### config.mk
export PLATFORM = sky130hd
export DESIGN_NAME = tim_front
export DESIGN_NICKNAME = d
export VERILOG_FILES = /design/src/hdl/tim_pkg.sv /design/src/hdl/mem_pkg.sv /design/src/hdl/tim_front.sv
export VERILOG_INCLUDE_DIRS = /design/src /design/src/hdl
export SDC_FILE = /design/constraint.sdc
export NUM_CORES = 1
export LEC_CHECK = 0
export ABC_AREA = 1
export BUFFER_PORTS_ARGS = -buffer_cell sky130_fd_sc_hd__buf_2
export CORE_ASPECT_RATIO = 0.9
export CORE_UTILIZATION = 33
export DETAILED_ROUTE_END_ITERATION = 12
export PLACE_DENSITY = 0.77
export SLEW_MARGIN = 20
export SYNTH_ARGS = -nofsm -noshare
export SYNTH_HDL_FRONTEND = slang
export SYNTH_SLANG_ARGS = --single-unit
### constraint.sdc
create_clock -name clock -period 0.8 [get_ports clock]
set_clock_uncertainty 0.05 [all_clocks]
set_input_delay 0.08 -clock clock [delete_from_list [all_inputs] [get_ports clock]]
set_output_delay 0.08 -clock clock [all_outputs]
set_load 0.005 [all_outputs]
### src/hdl/tim_params.svh
`ifndef TIM_PARAMS_SVH
`define TIM_PARAMS_SVH

// **********************************************************************
// memory geometry.
// **********************************************************************

// number of word-interleaved banks, a power of two.
`define TIM_WIDTH 2

// words held by each bank, a power of two.
`define TIM_DEPTH 256

// **********************************************************************
// bus geometry.
// **********************************************************************

// bus word width in bits, whole bytes only.
`define TIM_DATA 32

`endif
### src/hdl/tim_pkg.sv
`default_nettype none

`include "tim_params.svh"

package tim_pkg;

  // address split below the byte offset.
  localparam int bank_bits  = $clog2(`TIM_WIDTH);
  localparam int index_bits = $clog2(`TIM_DEPTH);

  // bank number, taken from the low word address bits.
  typedef logic [bank_bits-1:0] bank_sel_t;

  // word index inside one bank.
  typedef logic [index_bits-1:0] word_idx_t;

  // one write enable per bank.
  typedef logic [`TIM_WIDTH-1:0] bank_en_t;

endpackage

`default_nettype wire

### src/hdl/mem_pkg.sv
`default_nettype none

`include "tim_params.svh"

package mem_pkg;

  // one bus word.
  typedef logic [`TIM_DATA-1:0] word_t;

  // one write strobe per byte lane.
  typedef logic [`TIM_DATA/8-1:0] strb_t;

  // kind of request held in a pipeline stage.
  typedef enum logic [1:0] {
    op_idle,   // nothing to answer.
    op_read,
    op_write   // at least one strobe set.
  } mem_op_t;

endpackage

`default_nettype wire

### src/hdl/tim_front.sv
`timescale 1ns/1ps
`default_nettype none

`include "tim_params.svh"

module tim_front (
  input  logic               clock,
  input  logic               reset,
  input  logic               valid,
  input  logic [31:0]        addr,
  input  mem_pkg::word_t     wdata,
  input  mem_pkg::strb_t     wstrb,
  output mem_pkg::mem_op_t   op,
  output tim_pkg::bank_sel_t bank,
  output tim_pkg::word_idx_t index,
  output mem_pkg::word_t     data,
  output mem_pkg::strb_t     strb,
  output tim_pkg::word_idx_t rd_index
);

  import mem_pkg::*;
  import tim_pkg::*;

  localparam int bank_lsb  = 2; // byte offset skipped.
  localparam int index_lsb = bank_lsb + bank_bits;

  mem_op_t   next_op;
  bank_sel_t next_bank;
  word_idx_t next_index;

  // **********************************************************************
  // decode.
  // **********************************************************************

  always_comb begin
    if (!valid) begin
      next_op = op_idle;
    end else if (|wstrb) begin
      next_op = op_write;
    end else begin
      next_op = op_read;
    end
  end

  assign next_bank  = addr[index_lsb-1:bank_lsb]; // interleave on word address.
  assign next_index = addr[index_lsb+index_bits-1:index_lsb];

  // banks start their read at the same edge this stage registers.
  assign rd_index = next_index;

  // **********************************************************************
  // request register.
  // **********************************************************************

  always_ff @(posedge clock) begin
    if (!reset) begin
      op <= op_idle;
    end else begin
      op <= next_op;
    end
  end

  always_ff @(posedge clock) begin
    if (valid) begin
      bank  <= next_bank;
      index <= next_index;
      data  <= wdata;
      strb  <= wstrb;
    end
  end

  // an offered request must carry a known address and strobes.
  a_req_known : assert property (@(posedge clock) disable iff (!reset)
    valid |-> !$isunknown({addr, wstrb}));

endmodule

`default_nettype wire

# Word level (Yosys, flattened, before mapping)
# Cells that the tools add are included.
# word_totals
ff_bits	47
output_inout_bits	55
elab_cells	8
# op_classes
mux	1
n_reduce_logical	2
# op_table
op	n
4-bit OR reduction	1
2-bit 2-to-1 mux	1
2-bit AND reduction	1

# Logic depth before layout (Yosys ltp)
# depth
word_depth	2
ltp_mapped	3
mapped_depth_nobuf	3

# Worst setup path before layout
# No wires, ideal clock.
# synth_path
kind	reg2out
from	register bank
to	output bank
path_slack_ns	0.315
arrival_ns	0.355
n_path_buf	0
path_stages_with_launch	1
required_time_ns	0.670
path_cell_list	edfxtp_1
# synth_lines
element	line_no	rtl
start, declared	tim_front.sv:14	output tim_pkg::bank_sel_t bank,
start signal, assigned	tim_front.sv:65	bank <= next_bank;
# No word-level cell between the ends.

# Worst setup path in the final report
# layout_path
from	register data[29]
to	output data[29]
# layout_lines
element	line_no	rtl
start, declared	tim_front.sv:16	output mem_pkg::word_t data,
start signal, assigned	tim_front.sv:67	data <= wdata;
# No word-level cell between the ends.

==> results_dict.tcl <==
set metrics [dict create \
    status "complete, but fails checks" \
    violations "negative setup slack" \
    cts_buffer_depth 2 \
    setup.worst_path.start_class "register" \
    drt_pass1_iterations 4 \
    vias_per_cell 4.07 \
    holdWs_ns 0.00326 \
    synth_fp_nets 132 \
    netlist_top_cells_area "edfxtp_1 (92%), buf_4 (4.1%), dfxtp_1 (2.7%)" \
    cts_sinks 47 \
    dieWidth_um 72.5 \
    grtUsageTotal 0.153 \
    syn_avg_cell_area_um2 24.2 \
    clk_pin_slew_ns 0.08 \
    max_clock_freq_mhz 1040 \
    place_hpwl_mm 2.02 \
    max_stage_delay_ns 0.39 \
    cp_top_family "flip-flops" \
    cp_slowest_cell "edfxtp_1" \
    rows 22 \
    core_um2 4180 \
    drc 0 \
    worstPathRequired_ns 0.67 \
    overflow 0 \
    peakVddDrop_v 0.00125 \
    slew_violations 0 \
    slew_headroom 0.876 \
    antenna_found_initial 0 \
    globalplace.congestion 0.708 \
    fillers 333 \
    io_pins 126 \
    finalSetupViolations 47 \
    die_y_um 65.4 \
    hp-start "wstrb[3]" \
    period_needed_ns 0.960 \
    synth-async-reset-ratio 0 \
    grt_max_degree 35 \
    vias 1102 \
    instances_no_fill 271 \
    finish.net_count 281 \
    crit_fanout 1 \
    post_cts_buffers 0 \
    path_class "reg2out" \
    crit_chain "buf_2" \
    worst_pin_slew_ns 0.186 \
    portBuffers 102 \
    grt_first_pass_wirelength_mm 5.17 \
    start_util 0.353 \
    grt_pass1_vias 1126 \
    cp-startpoint "data[29]" \
    setup_ws_ns -0.160 \
    p_leak_nw 1.12 \
    synth_area_um2 1480 \
    ys.flop_type "edfxtp_1" \
    netlist_top_cells_count "edfxtp_1 (45), buf_4 (8), nor2_1 (3), dfxtp_1 (2), nand2_1 (2)" \
    cp-end-kind "output pin" \
    antenna_left 0 \
    synth_top_cell_by_area "edfxtp_1" \
    wirelength_mm 3.35 \
    wl_per_cell_um 12.4 \
    synth_cells 61 \
    placed_cells 217 \
    hold_path.class "in2reg" \
    finalHoldViolCount 0 \
    die-area_um2 4740 \
    yosysSeqAreaShare 0.943 \
    drive_gt1_frac 0.531 \
    ctsHtreeMaxLevel 2 \
    cts_tree "built" \
    yosys.area.top_type_share 0.916 \
    synth_edf_count 45 \
    cts_inserted_buffers 5 \
    cap_violations 0 \
    critPathBufInv 1 \
    cts_root_buf "clkbuf_8" \
    cp_data_arrival_time_ns 0.83 \
    areaGrowthSynthToFinish_pct 75.0 \
    yosysMostFrequentCell "edfxtp_1" \
    drt-initial-drc-count 25 \
    p_per_area_nw_per_um2 1880 \
    diodes 0 \
    yosys_warnings 0 \
    rsz0062_at_grt "yes" \
    ys_types 6 \
    synth_seq_cells 47 \
    period_share 1.20 \
]
state kept, by name, summed over array words and instances, names as in the netlist:
register  cells
op            2
data         32
bank          1
index         8
strb          4
power by group:
group	switching, mW	internal [mW]	total, mW
Clock	0.685	0.621	1.31
Combinational	0.223	0.374	0.597
Sequential	0.0433	2.90	2.94
Total	0.951	3.90	4.85
routing by layer:
metal	GRT usage	up-vias	share of wire
li1	-	518	-
met1	0.148	511	0.36
met2	0.287	69	0.55
met3	0.0629	4	0.085
met4	0.0588	0	0.010
met5	0	-	0
kinds of logic (layout without fill, tap and decap cells):
family,count (synthesis),in the layout,synth area share
AND/OR/NAND/NOR,5,5,0.0127
flip-flops,47,47,0.943
AO/OA/AOI/OAI,1,1,0.00339
buffers and inverters,8,158,0.0407
path summary, 6_finish.rpt:
path | end | slack, ns | cells after the start
max | data[29] | -0.16 | 1
min | op[0] | 0.003 | 4
stage by stage:
step                total power, mW  worst slack [ns]   util  instance area (um^2)  TNS, ns
floorplan                      3.07             0.315      -                  1480        0
global placement               3.40            0.0259  0.485                  2030        0
detailed placement             3.42            0.0240  0.485                  2030        0
CTS                            4.90            -0.172  0.616                  2580    -5.86
global route                   5.10            -0.208  0.617                  2580    -7.40
finish                         4.85            -0.160  0.617                  2580    -5.09
area by class of cell:
| class | instances | area (um^2) | share of cell area |
|---|---|---|---|
| flip-flops and latches | 47 | 1390 | 0.540 |
| repair buffers | 150 | 1000 | 0.389 |
| clock buffers | 8 | 80.1 | 0.0310 |
| well taps | 60 | 75.1 | 0.0291 |
| multi-input cells | 6 | 28.8 | 0.0111 |
layout by cell type (no fill, tap or decap), drive strengths merged:
master and count:
dfxtp 2, clkbuf 8, nor2 3, a21oi 1, edfxtp 45, nand2 2
buf 104, dlygate4sd3 46
timing repair:
action                     4_1_cts  5_1_grt
pin swaps                        0        2
hold buffers                    46        3
cloned                           0        0
gates resized for setup          2        2
hold endpoints to repair        47        3
setup endpoints to repair       47       49
No activity file was read; power rests on OpenSTA's default activity.
