## config.mk

```make
export PLATFORM = sky130hd
export DESIGN_NAME = tim_back
export DESIGN_NICKNAME = d
export VERILOG_FILES = /design/src/hdl/tim_pkg.sv /design/src/hdl/mem_pkg.sv /design/src/hdl/tim_back.sv
export VERILOG_INCLUDE_DIRS = /design/src /design/src/hdl
export SDC_FILE = /design/constraint.sdc
export NUM_CORES = 1
export LEC_CHECK = 0
export BUFFER_PORTS_ARGS = -buffer_cell sky130_fd_sc_hd__buf_2
export CAP_MARGIN = 20
export CORE_MARGIN = 1
export CORE_UTILIZATION = 42
export CTS_CLUSTER_SIZE = 14
export DETAILED_ROUTE_END_ITERATION = 6
export MAX_ROUTING_LAYER = met4
export PLACE_DENSITY = 0.9
export SYNTH_ARGS = -nofsm -noshare
export SYNTH_HDL_FRONTEND = slang
export SYNTH_SLANG_ARGS = --single-unit
```

## constraint.sdc

```tcl
create_clock -name clock -period 3.4 [get_ports clock]
set_input_delay 0.68 -clock clock [delete_from_list [all_inputs] [get_ports clock]]
set_output_delay 0.68 -clock clock [all_outputs]
set_load 0.005 [all_outputs]
```

## src/hdl/tim_params.svh

```systemverilog
`ifndef TIM_PARAMS_SVH
`define TIM_PARAMS_SVH

// **********************************************************************
// memory geometry.
// **********************************************************************

// number of word-interleaved banks, a power of two.
`define TIM_WIDTH 2

// words held by each bank, a power of two.
`define TIM_DEPTH 256

// **********************************************************************
// bus geometry.
// **********************************************************************

// bus word width in bits, whole bytes only.
`define TIM_DATA 32

`endif
```

## src/hdl/tim_pkg.sv

```systemverilog
`default_nettype none

`include "tim_params.svh"

package tim_pkg;

  // address split below the byte offset.
  localparam int bank_bits  = $clog2(`TIM_WIDTH);
  localparam int index_bits = $clog2(`TIM_DEPTH);

  // bank number, taken from the low word address bits.
  typedef logic [bank_bits-1:0] bank_sel_t;

  // word index inside one bank.
  typedef logic [index_bits-1:0] word_idx_t;

  // one write enable per bank.
  typedef logic [`TIM_WIDTH-1:0] bank_en_t;

endpackage

`default_nettype wire

```

## src/hdl/mem_pkg.sv

```systemverilog
`default_nettype none

`include "tim_params.svh"

package mem_pkg;

  // one bus word.
  typedef logic [`TIM_DATA-1:0] word_t;

  // one write strobe per byte lane.
  typedef logic [`TIM_DATA/8-1:0] strb_t;

  // kind of request held in a pipeline stage.
  typedef enum logic [1:0] {
    op_idle,   // nothing to answer.
    op_read,
    op_write   // at least one strobe set.
  } mem_op_t;

endpackage

`default_nettype wire

```

## src/hdl/tim_back.sv

```systemverilog
`timescale 1ns/1ps
`default_nettype none

`include "tim_params.svh"

module tim_back (
  input  logic               clock,
  input  logic               reset,
  input  mem_pkg::mem_op_t   op,
  input  tim_pkg::bank_sel_t bank,
  input  tim_pkg::word_idx_t index,
  input  mem_pkg::word_t     data,
  input  mem_pkg::strb_t     strb,
  input  mem_pkg::word_t     bank_rdata [`TIM_WIDTH],
  output tim_pkg::bank_en_t  wen,
  output tim_pkg::word_idx_t waddr,
  output mem_pkg::word_t     wdata,
  output mem_pkg::word_t     rdata,
  output logic               ready
);

  import mem_pkg::*;
  import tim_pkg::*;

  // last write still in flight to its bank.
  logic      last_valid;
  bank_sel_t last_bank;
  word_idx_t last_index;
  word_t     last_word;

  logic  fwd_hit;
  word_t cur_word;
  word_t merged;

  // **********************************************************************
  // current word.
  // **********************************************************************

  assign fwd_hit = last_valid && (last_bank == bank) && (last_index == index);

  // bank output is stale right after a write to the same word.
  assign cur_word = fwd_hit ? last_word : bank_rdata[bank];

  always_comb begin
    merged = cur_word;
    for (int b = 0; b < $bits(strb_t); b++) begin
      if (strb[b]) begin
        merged[8*b +: 8] = data[8*b +: 8];
      end
    end
  end

  // **********************************************************************
  // write-back.
  // **********************************************************************

  always_comb begin
    wen = '0;
    if (op == op_write) begin
      wen[bank] = 1'b1;
    end
  end

  assign waddr = index; // shared by all banks.
  assign wdata = merged;

  always_ff @(posedge clock) begin
    if (!reset) begin
      last_valid <= 1'b0;
    end else begin
      last_valid <= (op == op_write);
    end
  end

  always_ff @(posedge clock) begin
    if (op == op_write) begin
      last_bank  <= bank;
      last_index <= index;
      last_word  <= merged;
    end
  end

  // **********************************************************************
  // response.
  // **********************************************************************

  assign rdata = (op == op_read) ? cur_word : '0;
  assign ready = (op != op_idle); // one pulse per request.

  // a read right behind a write to the same word sees the merged word.
  a_fwd_read : assert property (@(posedge clock) disable iff (!reset)
    op == op_read && $past(op) == op_write && $past(bank) == bank
    && $past(index) == index |-> rdata == $past(wdata));

endmodule

`default_nettype wire

```

* Word level (Yosys, flattened, before mapping)
Index checks and enable logic that the tools add are counted.
** Storage, ports and cells
- Bits in registers :: 42
- Output and inout port bits :: 75
- Word-level logic and storage cells :: 28
- Input port bits :: 113
** Operators by class
- Equal/unequal tests :: 4
- Order comparisons :: 3
- Reduce and logical (&&, ||, !) cells :: 4
- Bitwise logic cells :: 1
- Muxes and demuxes :: 12
** Operator list (count)
- 32-bit 2-to-1 mux :: 5
- 8-bit 2-to-1 mux :: 4
- 8-bit equality test :: 1
- 1-bit logical AND :: 3
- 2-bit by 1-bit equality test with 1-bit output, second input constant :: 1
- 2-bit equality test, second input constant :: 1
- 2-bit >= comparator, second input constant :: 1
- 1-bit by 2-bit less-than comparator with 1-bit output, second input constant :: 1
- 2-bit 2-to-1 mux :: 1
- 1-bit inverter with 2-bit output :: 1
- 2-bit nonzero test :: 1
- 1-bit demux with 1-bit select :: 1
- 1-bit equality test :: 1
- 1-bit >= comparator, second input constant :: 1
- 1-bit 2-to-1 mux :: 1

* Depth between registers and ports, before layout
Gate-level depths: netlist (run 1).
- Depth after elaboration :: 6
- Depth in mapped cells :: 7
- Mapped depth without buffers :: 4

* Worst setup path before layout (run 1)
Ideal clock, no wire load.
- Path type :: input to output
- Start point :: input op[0]
- End point :: output wen[1]
- Arrival time :: 2909 ps
- Buffers on the path :: 0
- Required time :: 2720 ps
- Path slack :: -189 ps
- Stages on the path :: 2
- Cell sequence :: nor2b_1 > and2_1
** On the way
- Longest elaborated chain between the ends :: 2
** Ends and longest elaborated chain
- from (decl) :: line tim_back.sv:9 : input mem_pkg::mem_op_t op,
- 2-bit equality test :: line tim_back.sv:59 : if (op == op_write) begin
- 2-bit 2-to-1 mux :: line tim_back.sv:59
- to (decl) :: line tim_back.sv:15 : output tim_pkg::bank_en_t wen,
Every way passes these cells.

* Worst setup path in the final report (run 1)
- Start point :: input index[2]
- End point :: output rdata[8]
** On the way
- Longest elaborated chain between the ends :: 4
** Ends and longest elaborated chain
- from (decl) :: line tim_back.sv:11 : input tim_pkg::word_idx_t index,
- 8-bit equality test :: line tim_back.sv:39 : assign fwd_hit = last_valid && (last_bank == bank) && (last_index == index);
- 1-bit logical AND :: line tim_back.sv:39
- 32-bit 2-to-1 mux :: line tim_back.sv:42 : assign cur_word = fwd_hit ? last_word : bank_rdata[bank];
- 32-bit 2-to-1 mux :: line tim_back.sv:87 : assign rdata = (op == op_read) ? cur_word : '0;
- to (decl) :: line tim_back.sv:18 : output mem_pkg::word_t rdata,
Every way passes these cells.

==> results of run 1 <==
metal layers:
layer	wire length (µm)	global-route usage (%)	vias up
met5	0	-	-
met4	109	7.69	0
met3	943	4.29	12
met2	5760	46.0	245
met1	4640	30.5	1836
li1	-	-	1897
stage by stage:
step	std cells	util, %	area (µm²)
final	667	55.1	4530
after global placement	659	54.0	4430
after detailed placement	659	54.0	4430
after CTS	667	55.1	4530
after global routing	667	55.1	4530
after floorplan	412	-	3560
worst min-delay path by stage:
stage / slack (ns) / endpoint / startpoint / cells past startpoint
floorplan: 0.78 / last_bank / bank / 0
global placement: 0.87 / last_word[5] / last_word[5] / 3
detailed placement: 0.87 / last_word[5] / last_word[5] / 3
CTS: 0.57 / last_valid / reset / 2
global route: 0.57 / last_index[3] / index[3] / 1
finish: 0.59 / last_valid / reset / 2
logic make-up (layout without fill, tap and decap cells):
family	count (synthesis)	after routing	synth area share [%]
XOR/XNOR	9	9	2.42
AND/OR/NAND/NOR	173	173	27.8
flip-flops	42	42	35.1
buffers and inverters	60	210	8.82
multiplexers	32	32	9.00
AO/OA/AOI/OAI	96	96	16.9
cells in the final DEF (no fill, tap or decap), types with 2 or more instances in the layout:
cell / count
nand4_1: 2
and4_1: 32
inv_1: 4
a21oi_1: 32
a211oi_1: 32
nor4_1: 32
buf_4: 10
nor3_2: 2
nor2_1: 32
nand2_1: 33
o22ai_1: 32
and2_1: 2
buf_2: 187
xnor2_1: 8
mux2i_1: 32
edfxtp_1: 41
nor3_1: 30
clkbuf_8: 6
report_power, final:
group          leakage (nW)  internal, mW  switching, mW
Combinational          1.57         0.178          0.238
Sequential            0.397         0.609         0.0144
Clock                0.0472         0.164          0.186
flip-flops by register name, summed over array words and instances (netlist names):
signal	flops
last_valid	1
last_bank	1
last_word	32
last_index	8
worst max-delay path: stages:
cell and delay (ns):
buf_2 0.11, xnor2_1 0.20, and4_4 0.48, nand3_4 0.41, a211oi_1 0.40, buf_2 0.17
final cells by class:
| class | instances | area share (%) |
|---|---|---|
| Sequential cell | 42 | 27.6 |
| Multi-Input combinational cell | 310 | 44.3 |
| Clock buffer | 6 | 1.82 |
| Timing Repair Buffer | 198 | 22.8 |
| Inverter | 4 | 0.331 |
| Tap cell | 105 | 2.90 |
| Clock inverter | 2 | 0.276 |
==> flow_summary_export.csv, run 1 <==
group,metric,value,unit
outcome,status,"finished clean",
clock_tree,cts_resized,0,
routing,drt_iter0_drc,262,
floorplanning,start_util,43.3,%
logic_synthesis,netlist.area_leader.share,34.6,%
logic_synthesis,ys_ff_latch,42,
logic_synthesis,synthCells,412,
clock_tree,cts_htree_levels,2,
clock_tree,clockRootBuffer,"clkbuf_8",
timing,setup_slack,0.229,ns
logic_synthesis,synth_area_leaders,"edfxtp_1 (35%), mux2i_1 (9.0%), and4_1 (8.1%), a211oi_1 (6.7%), nor4_1 (5.6%)",
clock_tree,cts_hold_buffers,0,
global_route,grtUsageTotal,26.2,%
finish,area_growth,27.2,%
placed_design,place.port_buffers,187,
logic_synthesis,syn_avg_cell_area,8.64,µm²
min_path,hold_path.class,"input port to flip-flop",
routing,vias,3990,
global_route,grt.overflow.total,0,
timing,clock_skew,0.00999,ns
clock_tree,cts.sinks,42,
timing,slew_viol_final,0,
timing,tightest_slew,0.613,ns
logic_synthesis,synthArstFlopShare,0,%
logic_synthesis,synth_top_cell_by_area,"edfxtp_1",
finish,drive_gt1_share,38.3,%
setup_path,crit_arrival,2.49,ns
clock_tree,cts_tree,"built",
logic_synthesis,synth_edf_count,41,
placed_design,pre_cts_ws,0.268,ns
pwr,p_total,1.39,mW
floorplanning,die_w,94.1,µm
setup_path,regToRegEndpoint,"last_word[7]",
clock_tree,cts_buffer_depth,2,
setup_path,r2r-start,"last_index[6]",
floorplanning,dieArea,8850,µm²
setup_path,r2r_setup_slack,1.42,ns
routing,viasPerCell,5.98,
timing,rsz0062_at_grt,"false",
pwr,leakagePower,2.01,nW
routing,drtAntennaViolNets,0,
logic_synthesis,synth-seq-area-share,35.1,%
placed_design,dp.final_hpwl,8000,µm
setup_path,critPathLaunch,"index[2]",
setup_path,worst-path-max-fanout,32,
finish,fill_cells,763,
timing,fin_crit,3.17,ns
setup_path,reg2reg_depth,5,
setup_path,critPathCaptureType,"primary output",
pwr,powerDensity,307,nW/µm²
clock_tree,clk_latency,0.30,ns
routing,wl_per_cell,17.2,µm
finish,regArea,1250,µm²
clock_tree,numCtsBuffers,5,
timing,whs,0.586,ns
logic_synthesis,synth.most_common_cell,"edfxtp_1",
routing,drc_errors,0,
clock_tree,post-cts-setup-buffers,0,
routing,drt-pass1-iter-count,4,
finish,multi_input_area,2010,µm²
logic_synthesis,synth_top_cells_by_count,"edfxtp_1 (41), and4_1 (33), nand2_1 (33)",
logic_synthesis,yosys_warnings,0,
floorplanning,die_h,94.1,µm
logic_synthesis,netlist_area,3560,µm²
finish,fin_nets,674,
timing,finalSetupViolCount,0,
finish,antenna_cells,0,
timing,fin_setup_tns,0,ns
global_route,grt_pass1_wl,17500,µm
global_route,grt_antenna_before_repair,0,
timing,fmax,315,MHz
timing,hold_viol,0,
floorplanning,num_rows,33,
clock_tree,clk_pin_slew,0.09,ns
setup_path,worst_ep_required_time,2.72,ns
global_route,grt_max_degree,43,
setup_path,critPathCapture,"rdata[8]",
flow_run,max-cap-violations,0,
floorplanning,io_pins,188,
timing,max_slew_margin,59.1,%
setup_path,crit_type,"input port to primary output",
placed_design,gp_congestion,0.901,
logic_synthesis,ys.flop_type,"edfxtp_1",
pwr,vdd_drop_max,0.000142,V
timing,finalCritPeriodShare,93.3,%
logic_synthesis,ys_types,27,
floorplanning,fp.coreArea,8220,µm²
routing,routed_wl,11500,µm
setup_path,start_kind,"input port",
global_route,grt_pass1_vias,3670,
logic_synthesis,syn-num-nets,525,
Note: power is estimated with default switching activity, not from simulation.
==> run 2, diff against run 1 <==
--- a/config.mk
+++ b/config.mk
@@ -8,12 +8,14 @@
 export LEC_CHECK = 0
 export BUFFER_PORTS_ARGS = -buffer_cell sky130_fd_sc_hd__buf_2
 export CAP_MARGIN = 20
+export CELL_PAD_IN_SITES_DETAIL_PLACEMENT = 1
+export CELL_PAD_IN_SITES_GLOBAL_PLACEMENT = 1
 export CORE_MARGIN = 1
-export CORE_UTILIZATION = 42
+export CORE_UTILIZATION = 29
 export CTS_CLUSTER_SIZE = 14
 export DETAILED_ROUTE_END_ITERATION = 6
 export MAX_ROUTING_LAYER = met4
-export PLACE_DENSITY = 0.9
+export PLACE_DENSITY_LB_ADDON = 0.1
 export SYNTH_ARGS = -nofsm -noshare
 export SYNTH_HDL_FRONTEND = slang
 export SYNTH_SLANG_ARGS = --single-unit
==> flow_summary_export.csv, run 2 (synthesis gave the netlist of run 1 again) <==
group,metric,value,unit
outcome,status,"finished clean",
finish,fill_cells,1498,
pwr,leakagePower,2.06,nW
global_route,grt_max_degree,65,
placed_design,gp_congestion,0.816,
floorplanning,die_h,113,µm
timing,tightest_slew,0.536,ns
setup_path,start_kind,"input port",
timing,slew_viol_final,0,
finish,multi_input_area,2010,µm²
clock_tree,cts_htree_levels,2,
setup_path,worst_ep_required_time,2.72,ns
timing,finalCritPeriodShare,89.5,%
finish,area_growth,31.2,%
pwr,pwr-share-clk,35.4,%
clock_tree,clk_latency,0.30,ns
timing,hold_viol,0,
setup_path,crit_type,"input port to primary output",
clock_tree,cts_resized,0,
finish,final_common_cell,"buf_2",
finish,largest_reg_flops,32,
pwr,power.switching,493,µW
routing,drt-pass1-iter-count,4,
routing,drtAntennaViolNets,0,
finish,drive_gt1_share,38.5,%
flow_run,max-cap-violations,0,
finish,final_cell_area,4670,µm²
setup_path,worst-path-max-fanout,38,
pwr,switching_share,30.2,%
clock_tree,post-cts-setup-buffers,0,
floorplanning,io_pins,188,
placed_design,pre_cts_ws,0.325,ns
timing,max_slew_margin,64.2,%
floorplanning,die_w,113,µm
floorplanning,start_util,29.6,%
setup_path,critPathCaptureType,"primary output",
pwr,powerDensity,349,nW/µm²
global_route,grtUsageTotal,21.6,%
global_route,grt_antenna_before_repair,1,
clock_tree,clockRootBuffer,"clkbuf_16",
timing,fmax,329,MHz
timing,fin_setup_tns,0,ns
placed_design,place_area,4500,µm²
finish,regArea,1250,µm²
timing,clock_skew,0.00745,ns
global_route,grt_pass1_vias,4035,
finish,final_cell_mix,"buf_2 (187), edfxtp_1 (41), nand2_1 (33)",
clock_tree,cts.sinks,42,
timing,fin_crit,3.04,ns
finish,largestRegisters,"last_word x32, last_index x8",
floorplanning,dieArea,12700,µm²
routing,wl_per_cell,19.1,µm
timing,setup_slack,0.358,ns
clock_tree,numCtsBuffers,5,
clock_tree,clk_pin_slew,0.07,ns
routing,viasPerCell,5.63,
routing,drt_iter0_drc,129,
floorplanning,fp.coreArea,12000,µm²
finish,top_register,"last_word",
finish,fin_nets,676,
finish,utilization,38.9,%
floorplanning,num_rows,40,
global_route,grt_pass1_wl,21100,µm
pwr,intPower,1.14,mW
pwr,seqPwrFrac,38.3,%
routing,drc_errors,0,
pwr,vdd_drop_max,0.000156,V
pwr,comb_power_share,26.4,%
placed_design,place.port_buffers,187,
clock_tree,cts_hold_buffers,0,
clock_tree,cts_tree,"built",
setup_path,crit_arrival,2.36,ns
placed_design,dp.final_hpwl,9390,µm
clock_tree,cts_buffer_depth,2,
timing,finalSetupViolCount,0,
routing,routed_wl,13600,µm
routing,vias,4006,
timing,rsz0062_at_grt,"false",
global_route,grt.overflow.total,0,
min_path,hold_path.class,"input port to flip-flop",
-- run 2: worst max-delay path: stages --
cell and delay (ns):
buf_2 0.11, xnor2_1 0.23, and4_4 0.30, buf_4 0.35, a21oi_1 0.12, nor3_1 0.36
buf_2 0.19
-- run 2: per-stage QoR --
stage	power, mW	cells	hold WS, ns
floorplan	0.871	412	0.779
global placement	1.06	703	0.875
detailed placement	1.07	703	0.884
CTS	1.65	711	0.573
global route	1.71	712	0.576
finish	1.63	712	0.581
-- run 2: layout make-up --
type	instances	share of cell area, %
clock inverters	3	0.937
diodes	1	0.0535
well taps	147	3.94
inverters	4	0.321
repair buffers	200	22.4
flip-flops and latches	42	26.8
clock buffers	5	2.68
multi-input cells	310	42.9
-- run 2: power by group through the flow --
stage               combinational (mW)  sequential [mW]  clock, mW
finish                           0.430            0.624      0.576
global route                     0.471            0.628      0.608
CTS                              0.433            0.624      0.595
detailed placement               0.431            0.635          0
global placement                 0.425            0.634          0
floorplan                        0.239            0.631          0
-- run 2: routing by layer --
| metal | part of all wire (%) | wire, µm | GRT usage, % | up-vias |
|---|---|---|---|---|
| met4 | 1.2 | 164 | 6.04 | 0 |
| met1 | 46 | 6210 | 26.3 | 1959 |
| met3 | 5.0 | 680 | 3.75 | 12 |
| li1 | - | - | - | 1905 |
| met5 | 0 | 0 | - | - |
| met2 | 48 | 6520 | 36.7 | 130 |
-- run 2: final timing paths --
kind | start | endpoint | slack (ns) | depth (start not counted)
setup / recovery | index[5] | wdata[25] | 0.36 | 7
hold / removal | reset | last_valid | 0.58 | 2
setup reg to reg | last_index[5] | last_word[25] | 1.40 | 5
hold reg to reg | last_word[9] | last_word[9] | 0.89 | 3
==> run 3, diff against run 2 <==
--- a/config.mk
+++ b/config.mk
@@ -6,12 +6,13 @@
 export SDC_FILE = /design/constraint.sdc
 export NUM_CORES = 1
 export LEC_CHECK = 0
+export ABC_AREA = 1
 export BUFFER_PORTS_ARGS = -buffer_cell sky130_fd_sc_hd__buf_2
 export CAP_MARGIN = 20
 export CELL_PAD_IN_SITES_DETAIL_PLACEMENT = 1
 export CELL_PAD_IN_SITES_GLOBAL_PLACEMENT = 1
 export CORE_MARGIN = 1
-export CORE_UTILIZATION = 29
+export CORE_UTILIZATION = 26
 export CTS_CLUSTER_SIZE = 14
 export DETAILED_ROUTE_END_ITERATION = 6
 export MAX_ROUTING_LAYER = met4
==> flow_summary_export.csv, run 3 <==
group,metric,value,unit
finish,area_growth,40.8,%
pwr,intPower,1.21,mW
outcome,status,"finished clean",
setup_path,crit_arrival,2.19,ns
setup_path,critPathCaptureType,"primary output",
logic_synthesis,synthArstFlopShare,0,%
pwr,powerDensity,378,nW/µm²
global_route,grt.overflow.total,0,
logic_synthesis,synth-seq-area-share,41.5,%
pwr,seqPwrFrac,38.8,%
finish,fill_cells,1440,
clock_tree,cts_buffer_depth,2,
clock_tree,clockRootBuffer,"clkbuf_16",
logic_synthesis,ys_types,19,
logic_synthesis,synth_edf_count,41,
finish,largest_reg_flops,32,
clock_tree,post-cts-setup-buffers,0,
logic_synthesis,syn-num-nets,524,
routing,drt-pass1-iter-count,4,
finish,antenna_cells,0,
routing,drc_errors,0,
timing,fin_crit,2.87,ns
finish,largestRegisters,"last_word x32, last_index x8",
global_route,grtUsageTotal,17.4,%
timing,finalSetupViolCount,0,
pwr,vdd_drop_max,0.000214,V
pwr,leakagePower,2.44,nW
floorplanning,fp.coreArea,11100,µm²
setup_path,r2r-start,"last_bank",
min_path,hold_depth,1,
routing,vias,3257,
clock_tree,cts_resized,0,
timing,finalCritPeriodShare,84.5,%
placed_design,dp.final_hpwl,7720,µm
min_path,hold_path.class,"input port to flip-flop",
timing,rsz0062_at_grt,"false",
logic_synthesis,ys.flop_type,"edfxtp_1",
floorplanning,start_util,27.2,%
finish,final_common_cell,"buf_2",
finish,drive_gt1_share,35.7,%
finish,top_register,"last_word",
routing,drtAntennaViolNets,0,
setup_path,crit_type,"input port to primary output",
clock_tree,clk_latency,0.29,ns
global_route,grt_pass1_wl,15600,µm
setup_path,worst_ep_required_time,2.72,ns
logic_synthesis,syn_avg_cell_area,7.34,µm²
clock_tree,cts_hold_buffers,0,
timing,tightest_slew,0.614,ns
timing,clock_skew,0.00527,ns
logic_synthesis,synth_area_leaders,"edfxtp_1 (41%), nand2_1 (18%), nand3_1 (11%), mux2i_1 (11%), inv_1 (5.8%)",
clock_tree,clk_pin_slew,0.06,ns
floorplanning,die_w,110,µm
finish,final_cell_mix,"buf_2 (187), nand2_1 (145), nand3_1 (66)",
timing,whs,0.597,ns
pwr,comb_power_share,21.1,%
timing,fin_setup_tns,0,ns
placed_design,gp_congestion,0.725,
routing,viasPerCell,4.49,
global_route,grt_max_degree,42,
setup_path,regToRegEndpoint,"last_word[7]",
routing,wl_per_cell,14.0,µm
setup_path,worst-path-max-fanout,32,
finish,fin_nets,697,
placed_design,pre_cts_ws,0.523,ns
timing,hold_viol,0,
min_path,worstHoldEndpoint,"last_index[5]",
clock_tree,cts.sinks,42,
placed_design,place.port_buffers,187,
timing,fmax,348,MHz
clock_tree,cts_tree,"built",
logic_synthesis,synth.most_common_cell,"nand2_1",
logic_synthesis,synthCells,411,
global_route,grt_antenna_before_repair,0,
setup_path,reg2reg_depth,9,
pwr,power.switching,402,µW
pwr,pwr-share-clk,40.1,%
floorplanning,io_pins,188,
setup_path,r2r_setup_slack,1.53,ns
setup_path,start_kind,"input port",
clock_tree,numCtsBuffers,5,
clock_tree,cts_htree_levels,2,
logic_synthesis,netlist.area_leader.share,40.8,%
logic_synthesis,yosys_warnings,0,
routing,routed_wl,10200,µm
floorplanning,dieArea,12000,µm²
routing,drt_iter0_drc,79,
logic_synthesis,synth_top_cell_by_area,"edfxtp_1",
logic_synthesis,synth_top_cells_by_count,"nand2_1 (145), nand3_1 (66), inv_1 (47), edfxtp_1 (41), nor2_1 (39)",
logic_synthesis,ys_ff_latch,42,
timing,slew_viol_final,0,
global_route,grt_pass1_vias,3202,
flow_run,max-cap-violations,0,
floorplanning,num_rows,38,
logic_synthesis,netlist_area,3020,µm²
timing,max_slew_margin,59.0,%
timing,setup_slack,0.528,ns
floorplanning,die_h,110,µm
pwr,switching_share,25.0,%
min_path,worstHoldStart,"index[5]",
==> run 3: cell count changes after synthesis, moves of 7 or more <==
cell      delta
nand3_1     +66
o22ai_1     -32
nor4_1      -32
clkbuf_1    -20
inv_1       +43
a21oi_1     -32
nor3_1      -30
nor2_1       +7
a211oi_1    -32
and4_1      -33
nand2_1    +112
==> run 3: cells by family (layout without fill, tap and decap cells) <==
logic type	Yosys count	after routing	synth area share, %
mux	32	32	10.6
simple gates	256	256	35.2
flops	42	42	41.5
compound gates	1	1	0.166
buf+inv	78	252	11.9
xor+xnor	2	2	0.581
==> run 3: worst max-delay path: stages <==
cell and delay [ns]:
buf_2 0.14, inv_2 0.05, nand2_1 0.05, nand2_1 0.05, nor2_1 0.11, nand2_1 0.09
nor2_4 0.10, buf_4 0.37, nand3_1 0.19, nand3_1 0.13, nand2_1 0.08, buf_2 0.13
==> run 3: power groups by stage <==
stage	Sequential (mW)	Combinational [mW]	Clock, mW
after detailed placement	0.636	0.345	0
final	0.624	0.338	0.644
after CTS	0.624	0.347	0.665
after floorplan	0.633	0.178	0
after global placement	0.635	0.340	0
after global routing	0.628	0.384	0.676
==> run 3: how the worst max path moves through the flow <==
stage,from,to,slack (ns),cells after the start
finish,bank,wdata[7],0.53,12
global placement,index[3],wdata[0],0.58,11
detailed placement,bank,wdata[7],0.52,12
CTS,bank,wdata[7],0.51,12
global route,index[6],wdata[0],0.36,12
floorplan,op[1],wen[0],0.56,4
==> run 3: area by class of cell <==
cell class	instances	area, µm²	area share (%)
repair buffers	194	1010	23.9
inverters	50	188	4.42
well taps	140	175	4.12
flip-flops and latches	42	1250	29.5
multi-input cells	291	1420	33.5
clock buffers	6	139	3.27
clock inverters	2	60.1	1.41
==> run 3: per-layer routing <==
metal  vias up  global-route usage (%)  wire (µm)
li1       1654                       -          -
met1      1485                    21.2       4490
met2       109                    29.6       4950
met3         9                    3.32        661
met4         0                    4.29         84
met5         -                       -          0
==> run 3: metrics by stage <==
stage | util [%] | cell area (µm²) | total power [mW] | instances
after floorplan | - | 3020 | 0.812 | 411
after global routing | 38.3 | 4250 | 1.69 | 725
after CTS | 38.3 | 4250 | 1.64 | 725
final | 38.3 | 4250 | 1.61 | 725
after global placement | 36.5 | 4050 | 0.975 | 717
after detailed placement | 36.5 | 4050 | 0.981 | 717
